File: src/pipe_trace_pkg.sv
package pipe_trace_pkg;

    // Cycle counter and every stamp.
    localparam int STAMP_W = 16;

    // Instruction tag, wraps mod 256.
    localparam int TAG_W = 8;

    localparam int REG_W = 5;
    localparam int STALL_W = 4;
    localparam int OP_W = 2;

    // Saturating event counters.
    localparam int CNT_W = 16;

    // Tag, op, fetch, exec and wb stamps, stall count, flushed flag.
    localparam int TRACE_W = TAG_W + OP_W + 3 * STAMP_W + STALL_W + 1;

    localparam int FIFO_DEPTH = 8;
    localparam int FIFO_AW = $clog2(FIFO_DEPTH);

    // Retire plus two flushed records can land in one cycle.
    localparam int PEND_DEPTH = 3;
    localparam int PEND_CW = $clog2(PEND_DEPTH + 1);

    typedef enum logic [OP_W-1:0] {
        OP_NOP    = 2'd0,
        OP_ALU    = 2'd1,
        OP_LOAD   = 2'd2,
        OP_BRANCH = 2'd3
    } op_t;

    typedef enum logic [1:0] {
        HZ_RUN   = 2'd0,
        HZ_STALL = 2'd1,
        HZ_FLUSH = 2'd2
    } haz_state_t;

endpackage
File: src/pipe_trace_top.sv
`timescale 1ns/1ps

module pipe_trace_top
    import pipe_trace_pkg::*;
(
    input  logic               clk,
    input  logic               rst,
    input  logic               instr_valid,
    input  op_t                instr_op,
    input  logic [REG_W-1:0]   instr_rd,
    input  logic [REG_W-1:0]   instr_rs1,
    input  logic               instr_taken,
    output logic               instr_ready,
    output logic               trace_valid,
    output logic [TAG_W-1:0]   trace_tag,
    output op_t                trace_op,
    output logic [STAMP_W-1:0] trace_fetch,
    output logic [STAMP_W-1:0] trace_exec,
    output logic [STAMP_W-1:0] trace_wb,
    output logic [STALL_W-1:0] trace_stalls,
    output logic               trace_flushed,
    input  logic               trace_rd,
    output logic [STAMP_W-1:0] cycles,
    output logic [CNT_W-1:0]   retired,
    output logic [CNT_W-1:0]   stall_cycles,
    output logic [CNT_W-1:0]   flushes,
    output logic [CNT_W-1:0]   drops
);

    logic               stall, flush, retire, drop;
    logic               dec_valid, ex_valid, ex_taken;
    logic [REG_W-1:0]   dec_rs1, ex_rd;
    op_t                ex_op;
    logic               rec_wr;
    logic [TRACE_W-1:0] rec_data;
    logic [TRACE_W-1:0] rd_data;
    logic [OP_W-1:0]    trace_op_bits;

    assign {trace_tag, trace_op_bits, trace_fetch, trace_exec, trace_wb,
            trace_stalls, trace_flushed} = rd_data;
    assign trace_op = op_t'(trace_op_bits);

    perf_counters u_perf (
        .clk(clk), .rst(rst), .stall(stall), .flush(flush), .retire(retire),
        .drop(drop), .cycles(cycles), .retired(retired),
        .stall_cycles(stall_cycles), .flushes(flushes), .drops(drops)
    );

    hazard_ctrl u_hazard (
        .clk(clk), .rst(rst), .dec_valid(dec_valid), .dec_rs1(dec_rs1),
        .ex_valid(ex_valid), .ex_op(ex_op), .ex_rd(ex_rd), .ex_taken(ex_taken),
        .stall(stall), .flush(flush)
    );

    pipe_tracker u_tracker (
        .clk(clk), .rst(rst), .instr_valid(instr_valid), .instr_op(instr_op),
        .instr_rd(instr_rd), .instr_rs1(instr_rs1), .instr_taken(instr_taken),
        .stall(stall), .flush(flush), .cycles(cycles), .instr_ready(instr_ready),
        .dec_valid(dec_valid), .dec_rs1(dec_rs1), .ex_valid(ex_valid),
        .ex_op(ex_op), .ex_rd(ex_rd), .ex_taken(ex_taken), .rec_wr(rec_wr),
        .rec_data(rec_data), .retire(retire)
    );

    trace_fifo u_fifo (
        .clk(clk), .rst(rst), .wr(rec_wr), .wr_data(rec_data), .rd(trace_rd),
        .valid(trace_valid), .rd_data(rd_data), .drop(drop)
    );

endmodule

File: src/trace_fifo.sv
`timescale 1ns/1ps

module trace_fifo
    import pipe_trace_pkg::*;
(
    input  logic               clk,
    input  logic               rst,
    input  logic               wr,
    input  logic [TRACE_W-1:0] wr_data,
    input  logic               rd,
    output logic               valid,
    output logic [TRACE_W-1:0] rd_data,
    output logic               drop
);

    logic [TRACE_W-1:0] mem [0:FIFO_DEPTH-1];
    logic [FIFO_AW-1:0] wr_ptr;
    logic [FIFO_AW-1:0] rd_ptr;
    logic [FIFO_AW:0]   count;
    logic               full;
    logic               do_wr;
    logic               do_rd;

    assign full  = (count == FIFO_DEPTH[FIFO_AW:0]);
    assign valid = (count != '0);
    assign do_wr = wr && !full;
    assign do_rd = rd && valid; // Pop ignored when empty.
    assign drop  = wr && full;

    assign rd_data = mem[rd_ptr]; // Head shows ahead.

    always_ff @(posedge clk) begin
        if (do_wr)
            mem[wr_ptr] <= wr_data;
    end

    always_ff @(posedge clk or posedge rst) begin
        if (rst) begin
            wr_ptr <= '0;
            rd_ptr <= '0;
            count  <= '0;
        end else begin
            if (do_wr)
                wr_ptr <= wr_ptr + 1'b1;
            if (do_rd)
                rd_ptr <= rd_ptr + 1'b1;
            case ({do_wr, do_rd})
                2'b10:   count <= count + 1'b1;
                2'b01:   count <= count - 1'b1;
                default: count <= count;
            endcase
        end
    end

    a_occupancy: assert property (
        @(posedge clk) disable iff (rst)
        count <= FIFO_DEPTH
    ) else $error("trace FIFO overfilled");

endmodule

File: src/pipe_tracker.sv
`timescale 1ns/1ps

module pipe_tracker
    import pipe_trace_pkg::*;
(
    input  logic               clk,
    input  logic               rst,
    input  logic               instr_valid,
    input  op_t                instr_op,
    input  logic [REG_W-1:0]   instr_rd,
    input  logic [REG_W-1:0]   instr_rs1,
    input  logic               instr_taken,
    input  logic               stall,
    input  logic               flush,
    input  logic [STAMP_W-1:0] cycles,
    output logic               instr_ready,
    output logic               dec_valid,
    output logic [REG_W-1:0]   dec_rs1,
    output logic               ex_valid,
    output op_t                ex_op,
    output logic [REG_W-1:0]   ex_rd,
    output logic               ex_taken,
    output logic               rec_wr,
    output logic [TRACE_W-1:0] rec_data,
    output logic               retire
);

    logic accept;
    logic [TAG_W-1:0] next_tag;

    logic d_valid, e_valid, m_valid, w_valid;
    logic [TAG_W-1:0] d_tag, e_tag, m_tag, w_tag;
    op_t d_op, e_op, m_op, w_op;
    logic [REG_W-1:0] d_rd, d_rs1, e_rd;
    logic d_taken, e_taken;
    logic [STAMP_W-1:0] d_fetch, e_fetch, m_fetch, w_fetch;
    logic [STAMP_W-1:0] m_exec, w_exec;
    logic [STALL_W-1:0] d_stalls, e_stalls, m_stalls, w_stalls;

    logic [TRACE_W-1:0] pend [0:PEND_DEPTH-1];
    logic [TRACE_W-1:0] pend_next [0:PEND_DEPTH-1];
    logic [PEND_CW-1:0] pend_cnt;
    logic [PEND_CW-1:0] pend_cnt_next;
    logic [TRACE_W-1:0] q [0:PEND_DEPTH+2];
    logic [PEND_CW:0]   n;

    function automatic logic [TRACE_W-1:0] pack_rec(
        input logic [TAG_W-1:0]   tag,
        input op_t                op,
        input logic [STAMP_W-1:0] fetch_t,
        input logic [STAMP_W-1:0] exec_t,
        input logic [STAMP_W-1:0] wb_t,
        input logic [STALL_W-1:0] stalls,
        input logic               flushed
    );
        return {tag, op, fetch_t, exec_t, wb_t, stalls, flushed};
    endfunction

    assign instr_ready = !stall;
    assign accept      = instr_valid && instr_ready;
    assign retire      = w_valid;

    assign dec_valid = d_valid;
    assign dec_rs1   = d_rs1;
    assign ex_valid  = e_valid;
    assign ex_op     = e_op;
    assign ex_rd     = e_rd;
    assign ex_taken  = e_taken;

    always_ff @(posedge clk or posedge rst) begin
        if (rst) begin
            next_tag <= '0;
            d_valid  <= 1'b0;
            e_valid  <= 1'b0;
            m_valid  <= 1'b0;
            w_valid  <= 1'b0;
            pend_cnt <= '0;
        end else begin
            if (accept)
                next_tag <= next_tag + 1'b1;
            if (flush)
                d_valid <= 1'b0;
            else if (!stall)
                d_valid <= accept;
            e_valid  <= d_valid && !stall && !flush; // Bubble on hold or kill.
            m_valid  <= e_valid;
            w_valid  <= m_valid;
            pend_cnt <= pend_cnt_next;
        end
    end

    always_ff @(posedge clk) begin
        if (stall) begin
            d_stalls <= d_stalls + 1'b1;
        end else begin
            d_tag    <= next_tag;
            d_op     <= instr_op;
            d_rd     <= instr_rd;
            d_rs1    <= instr_rs1;
            d_taken  <= instr_taken;
            d_fetch  <= cycles; // Fetch stamp is the accept cycle.
            d_stalls <= '0;
        end
        e_tag    <= d_tag;
        e_op     <= d_op;
        e_rd     <= d_rd;
        e_taken  <= d_taken;
        e_fetch  <= d_fetch;
        e_stalls <= d_stalls;
        m_tag    <= e_tag;
        m_op     <= e_op;
        m_fetch  <= e_fetch;
        m_exec   <= cycles; // Cycle spent in execute.
        m_stalls <= e_stalls;
        w_tag    <= m_tag;
        w_op     <= m_op;
        w_fetch  <= m_fetch;
        w_exec   <= m_exec;
        w_stalls <= m_stalls;
        for (int i = 0; i < PEND_DEPTH; i++) begin
            pend[i] <= pend_next[i];
        end
    end

    // Queue new records behind pending ones, oldest written first.
    always_comb begin
        q = '{default: '0};
        for (int i = 0; i < PEND_DEPTH; i++) begin
            q[i] = pend[i];
        end
        n = {1'b0, pend_cnt};
        if (w_valid) begin
            q[n] = pack_rec(w_tag, w_op, w_fetch, w_exec, cycles, w_stalls, 1'b0);
            n = n + 1'b1;
        end
        if (flush && d_valid) begin
            q[n] = pack_rec(d_tag, d_op, d_fetch, '0, '0, d_stalls, 1'b1);
            n = n + 1'b1;
        end
        if (flush && accept) begin
            q[n] = pack_rec(next_tag, instr_op, cycles, '0, '0, '0, 1'b1);
            n = n + 1'b1;
        end
        rec_wr   = (n != '0);
        rec_data = q[0];
        for (int i = 0; i < PEND_DEPTH; i++) begin
            pend_next[i] = q[i+1];
        end
        pend_cnt_next = rec_wr ? PEND_CW'(n - 1'b1) : '0;
    end

endmodule

File: src/hazard_ctrl.sv
`timescale 1ns/1ps

module hazard_ctrl
    import pipe_trace_pkg::*;
(
    input  logic             clk,
    input  logic             rst,
    input  logic             dec_valid,
    input  logic [REG_W-1:0] dec_rs1,
    input  logic             ex_valid,
    input  op_t              ex_op,
    input  logic [REG_W-1:0] ex_rd,
    input  logic             ex_taken,
    output logic             stall,
    output logic             flush
);

    haz_state_t state;
    haz_state_t state_next;
    logic       load_use;
    logic       branch_taken;

    // Load in execute feeding the instruction in decode.
    assign load_use = dec_valid && ex_valid && (ex_op == OP_LOAD) &&
                      (ex_rd != '0) && (dec_rs1 == ex_rd);

    assign branch_taken = ex_valid && (ex_op == OP_BRANCH) && ex_taken;

    // Flush wins over stall.
    assign flush = branch_taken;
    assign stall = load_use && !branch_taken;

    always_comb begin
        if (flush)
            state_next = HZ_FLUSH;
        else if (stall)
            state_next = HZ_STALL;
        else
            state_next = HZ_RUN;
    end

    // Remembers why the previous cycle held.
    always_ff @(posedge clk or posedge rst) begin
        if (rst) begin
            state <= HZ_RUN;
        end else begin
            state <= state_next;
        end
    end

    a_no_stall_flush: assert property (
        @(posedge clk) disable iff (rst)
        !(stall && flush)
    ) else $error("stall and flush together");

    // The bubble sent to execute must clear the load-use match.
    a_stall_one_cycle: assert property (
        @(posedge clk) disable iff (rst)
        stall |-> state != HZ_STALL
    ) else $error("stall held for two cycles");

endmodule

File: src/perf_counters.sv
`timescale 1ns/1ps

module perf_counters
    import pipe_trace_pkg::*;
(
    input  logic               clk,
    input  logic               rst,
    input  logic               stall,
    input  logic               flush,
    input  logic               retire,
    input  logic               drop,
    output logic [STAMP_W-1:0] cycles,
    output logic [CNT_W-1:0]   retired,
    output logic [CNT_W-1:0]   stall_cycles,
    output logic [CNT_W-1:0]   flushes,
    output logic [CNT_W-1:0]   drops
);

    function automatic logic [CNT_W-1:0] sat_add(
        input logic [CNT_W-1:0] value,
        input logic [1:0]       step
    );
        logic [CNT_W:0] sum;
        sum = {1'b0, value} + step;
        return sum[CNT_W] ? {CNT_W{1'b1}} : sum[CNT_W-1:0];
    endfunction

    always_ff @(posedge clk or posedge rst) begin
        if (rst) begin
            cycles <= '0;
        end else begin
            cycles <= cycles + 1'b1; // Free running, wraps.
        end
    end

    always_ff @(posedge clk or posedge rst) begin
        if (rst) begin
            retired      <= '0;
            stall_cycles <= '0;
            flushes      <= '0;
            drops        <= '0;
        end else begin
            if (retire)
                retired <= sat_add(retired, 2'd1);
            if (stall)
                stall_cycles <= sat_add(stall_cycles, 2'd1);
            if (flush)
                flushes <= sat_add(flushes, 2'd2); // Fetch and decode both killed.
            if (drop)
                drops <= sat_add(drops, 2'd1);
        end
    end

    a_cycles_step: assert property (
        @(posedge clk) disable iff (rst)
        !$past(rst) |-> cycles == $past(cycles) + 1'b1
    ) else $error("cycle counter skipped");

endmodule

File: config.mk
export PLATFORM = sky130hd
export DESIGN_NAME = pipe_trace_top
export DESIGN_NICKNAME = d
export VERILOG_FILES = /design/src/pipe_trace_pkg.sv /design/src/pipe_trace_top.sv /design/src/trace_fifo.sv /design/src/pipe_tracker.sv /design/src/hazard_ctrl.sv /design/src/perf_counters.sv
export SDC_FILE = /design/constraint.sdc
export NUM_CORES = 1
export LEC_CHECK = 0
export BUFFER_PORTS_ARGS = -buffer_cell sky130_fd_sc_hd__buf_2
export CAP_MARGIN = 40
export CORE_MARGIN = 3
export CORE_UTILIZATION = 25
export CTS_CLUSTER_DIAMETER = 150
export CTS_CLUSTER_SIZE = 16
export DETAILED_ROUTE_END_ITERATION = 16
export GPL_ROUTABILITY_DRIVEN = 0
export PLACE_DENSITY_LB_ADDON = 0.15
export SLEW_MARGIN = 15
export SYNTH_ARGS = -nofsm -noshare
export SYNTH_HDL_FRONTEND = slang
export SYNTH_SLANG_ARGS = --single-unit
File: constraint.sdc
create_clock -name clk -period 26.8 [get_ports clk]
set_clock_uncertainty 0.15 [all_clocks]
set_input_delay 5.36 -clock clk [delete_from_list [all_inputs] [get_ports clk]]
set_output_delay 5.36 -clock clk [all_outputs]
set_load 0.05 [all_outputs]
==> results.json <==
{
  "critPathMaxFanout": 25,
  "synth-seq-cells": 966,
  "vdd_ir_drop_max_mv": 0.0635,
  "cts_buffers": 71,
  "fmax_mhz": 104,
  "cts.sinks": 966,
  "synth_edf_count": 541,
  "netSwitchingPower_uw": 1670,
  "rsz0062_at_grt": "no",
  "yosysSeqAreaShare_pct": 68.8,
  "drv_slew": 0,
  "place_hpwl_mm": 63.3,
  "overflow": 0,
  "clk_pin_slew_worst_paths_ns": 0.08,
  "p_leak_uw": 0.0154,
  "cts_resized": 0,
  "die-area_sq_um": 152000,
  "post_route_cells_drive_above_1_share_pct": 20.4,
  "antenna_found_initial": 7,
  "crit_path_max_incr_delay_ns": 0.79,
  "powerDensity_nw_per_um2": 108,
  "start_util_pct": 25.2,
  "rows": 140,
  "hold_path.class": "flip-flop to flip-flop",
  "holdCritStartpoint": "u_tracker.m_fetch[12]",
  "synth_nets": 2700,
  "clock_path_buffers": 3,
  "hold_buffers": 0,
  "gr-usage-all-layers_pct": 13.7,
  "avgSynthCellArea_sq_um": 13.8,
  "dp_cells": 4648,
  "fin_cells": 4782,
  "clock_latency_ns": 0.66,
  "crit_path_end_kind": "output pin",
  "cp_data_required_time_ns": 21.29,
  "synth_most_common_cell": "edfxtp_1",
  "postSynthCellCount": 2665,
  "tightest_slew_ns": 0.933,
  "place_ws_ns": 17.53,
  "syn_area_sq_um": 36700,
  "start_kind": "flip-flop",
  "timing.final.crit_period_ns": 9.58,
  "vias": 22000,
  "detail_route.first_pass.iterations": 5,
  "finalSetupViolCount": 0,
  "p_int_uw": 2910,
  "fin_setup_tns_ns": 0,
  "wirelength_mm": 104,
  "finalWorstSetupSlack_ns": 17.22,
  "hold_viol": 0,
  "synth_top_area_share_pct": 44.2,
  "critPathTopFamily": "buffers and inverters",
  "grt_max_degree": 62,
  "worstSetupPathType": "flip-flop to output pin",
  "drt_iter0_drc": 1550,
  "path_buf_inv": 5,
  "crit_start": "u_fifo.rd_ptr[0]",
  "r2r-start": "u_tracker.pend_cnt[0]",
  "ant_nets": 0,
  "synth_top_cell_by_area": "edfxtp_1",
  "seqPwrFrac_pct": 44.4,
  "crit_chain": "buf_4, buf_12, buf_4, buf_12, mux4_2, mux2_2, buf_2",
  "synth_cell_types": 61,
  "p_comb_share_pct": 32.8,
  "nNetsFinal": 2843,
  "htree_levels": 3,
  "wl_per_cell_um": 21.8,
  "drc": 0,
  "cts_tree": "built",
  "critPathSlowestCell": "dfrtp_4",
  "port_buffers": 161,
  "sw_frac_of_total_pct": 36.5,
  "yosysWarnings": 0,
  "fin_crit_sh_pct": 35.7,
  "root_buffer": "clkbuf_16",
  "grt_pass1_wl_mm": 156,
  "pin_count": 162,
  "async_flop_share_pct": 10.8,
  "maxSlewHeadroom_pct": 37.2,
  "die_h_um": 389,
  "grt_pass1_vias": 23188,
  "fp.coreArea_sq_um": 146000,
  "routed_via_density": 4.60,
  "die_w_um": 389,
  "cts_setup_buffers": 0,
  "outcome": "finished clean",
  "clock_power_share_pct": 22.8,
  "synth_area_leaders": "edfxtp_1 (44%), dfxtp_1 (17%), mux4_2 (7.7%)",
  "ys.flop_type": "edfxtp_1",
  "area_growth_pct": 15.0,
  "ys_top_cells_by_count": "edfxtp_1 (541), nand2_1 (494), dfxtp_1 (321)",
  "critPathArrivalTime_ns": 4.07,
  "drv_cap": 0
}
[state kept, by name, indices dropped and copies added, names as in the netlist, 8 cells and up]
| signal | count |
|---|---|
| u_perf.retired | 16 |
| u_tracker.m_fetch | 16 |
| u_tracker.w_fetch | 16 |
| u_fifo.mem | 504 |
| u_tracker.w_tag | 8 |
| u_tracker.pend | 189 |
| u_perf.stall_cycles | 16 |
| u_tracker.e_tag | 8 |
| u_tracker.d_tag | 8 |
| u_tracker.d_fetch | 16 |
| u_perf.cycles | 16 |
| u_tracker.w_exec | 16 |
| u_perf.drops | 16 |
| u_tracker.m_tag | 8 |
| u_tracker.e_fetch | 16 |
| u_perf.flushes | 16 |
| u_tracker.m_exec | 16 |
| u_tracker.next_tag | 8 |
[power by group through the flow]
stage          Clock, uW  Combinational, uW  Sequential, uW
2_1_floorplan          0               1060            2030
3_3_place_gp           0               1520            2060
3_5_place_dp           0               1550            2070
4_1_cts             1090               1560            2040
5_1_grt             1140               1620            2060
6_report            1040               1500            2030
[through the flow]
step           instance area, sq um  power [uW]  util, %  hold WS, ns
4_1_cts                       42200        4690     29.0        0.162
3_5_place_dp                  40100        3620     27.5        0.162
3_3_place_gp                  39800        3580     27.3        0.160
5_1_grt                       42300        4820     29.0        0.168
2_1_floorplan                 36700        3080        -        0.160
6_report                      42300        4580     29.0        0.155
[logic make-up (layout without fill, tap and decap cells)]
logic type | after synthesis | after routing | synth area share (%)
DFF | 966 | 966 | 68.8
and+or+nand+nor | 808 | 808 | 9.58
AOI/OAI and AO/OA | 360 | 360 | 5.67
muxes | 264 | 264 | 11.9
buffers and inverters | 187 | 384 | 1.97
xor gates and xnor gates | 62 | 62 | 1.50
adders and majority gates | 18 | 18 | 0.633
other | 0 | 3 | 0
[metal layers]
| metal | wire length, um | GRT usage [%] | share of wire (%) | vias to the layer above |
|---|---|---|---|---|
| met3 | 4530 | 2.43 | 4.3 | 147 |
| met2 | 51600 | 23.3 | 49 | 479 |
| met1 | 45400 | 17.7 | 44 | 11333 |
| met4 | 2810 | 4.08 | 2.7 | 4 |
| li1 | - | - | - | 10037 |
| met5 | 27 | 0 | 0.026 | - |
[layout make-up]
| cell class | instances | area [sq um] |
|---|---|---|
| Antenna cell | 3 | 7.51 |
| Clock buffer | 122 | 2010 |
| Clock inverter | 5 | 70.1 |
| Fill cell | 14704 | 103000 |
| Inverter | 17 | 66.3 |
| Multi-Input combinational cell | 1512 | 10800 |
| Sequential cell | 966 | 25300 |
| Tap cell | 1917 | 2400 |
| Timing Repair Buffer | 240 | 1600 |
[worst paths after layout]
check                                    endpoint  slack [ns]  cells after the start
max                                trace_fetch[9]       17.22                      7
min                         u_tracker.w_fetch[12]        0.15                      0
max reg2reg                     u_fifo.mem[4][20]       21.23                     13
min reg2reg                 u_tracker.w_fetch[12]        0.15                      0
max in group asynchronous        u_perf.cycles[4]       20.78                      4
min in group asynchronous  u_perf.stall_cycles[5]        4.61                      2
[layout by cell type, fill, tap and decap left out, types with 29 or more instances in the layout]
master / count
dfrtp_1: 101
mux2_2: 101
mux2i_1: 29
mux4_2: 126
dfxtp_1: 321
nor2_1: 94
and3_1: 46
a21oi_1: 140
buf_2: 170
buf_4: 53
xnor2_1: 34
nand2_1: 490
clkbuf_1: 49
nand3_1: 77
clkbuf_16: 73
o21ai_0: 135
edfxtp_1: 541
Power figures use the tool's default switching activity.
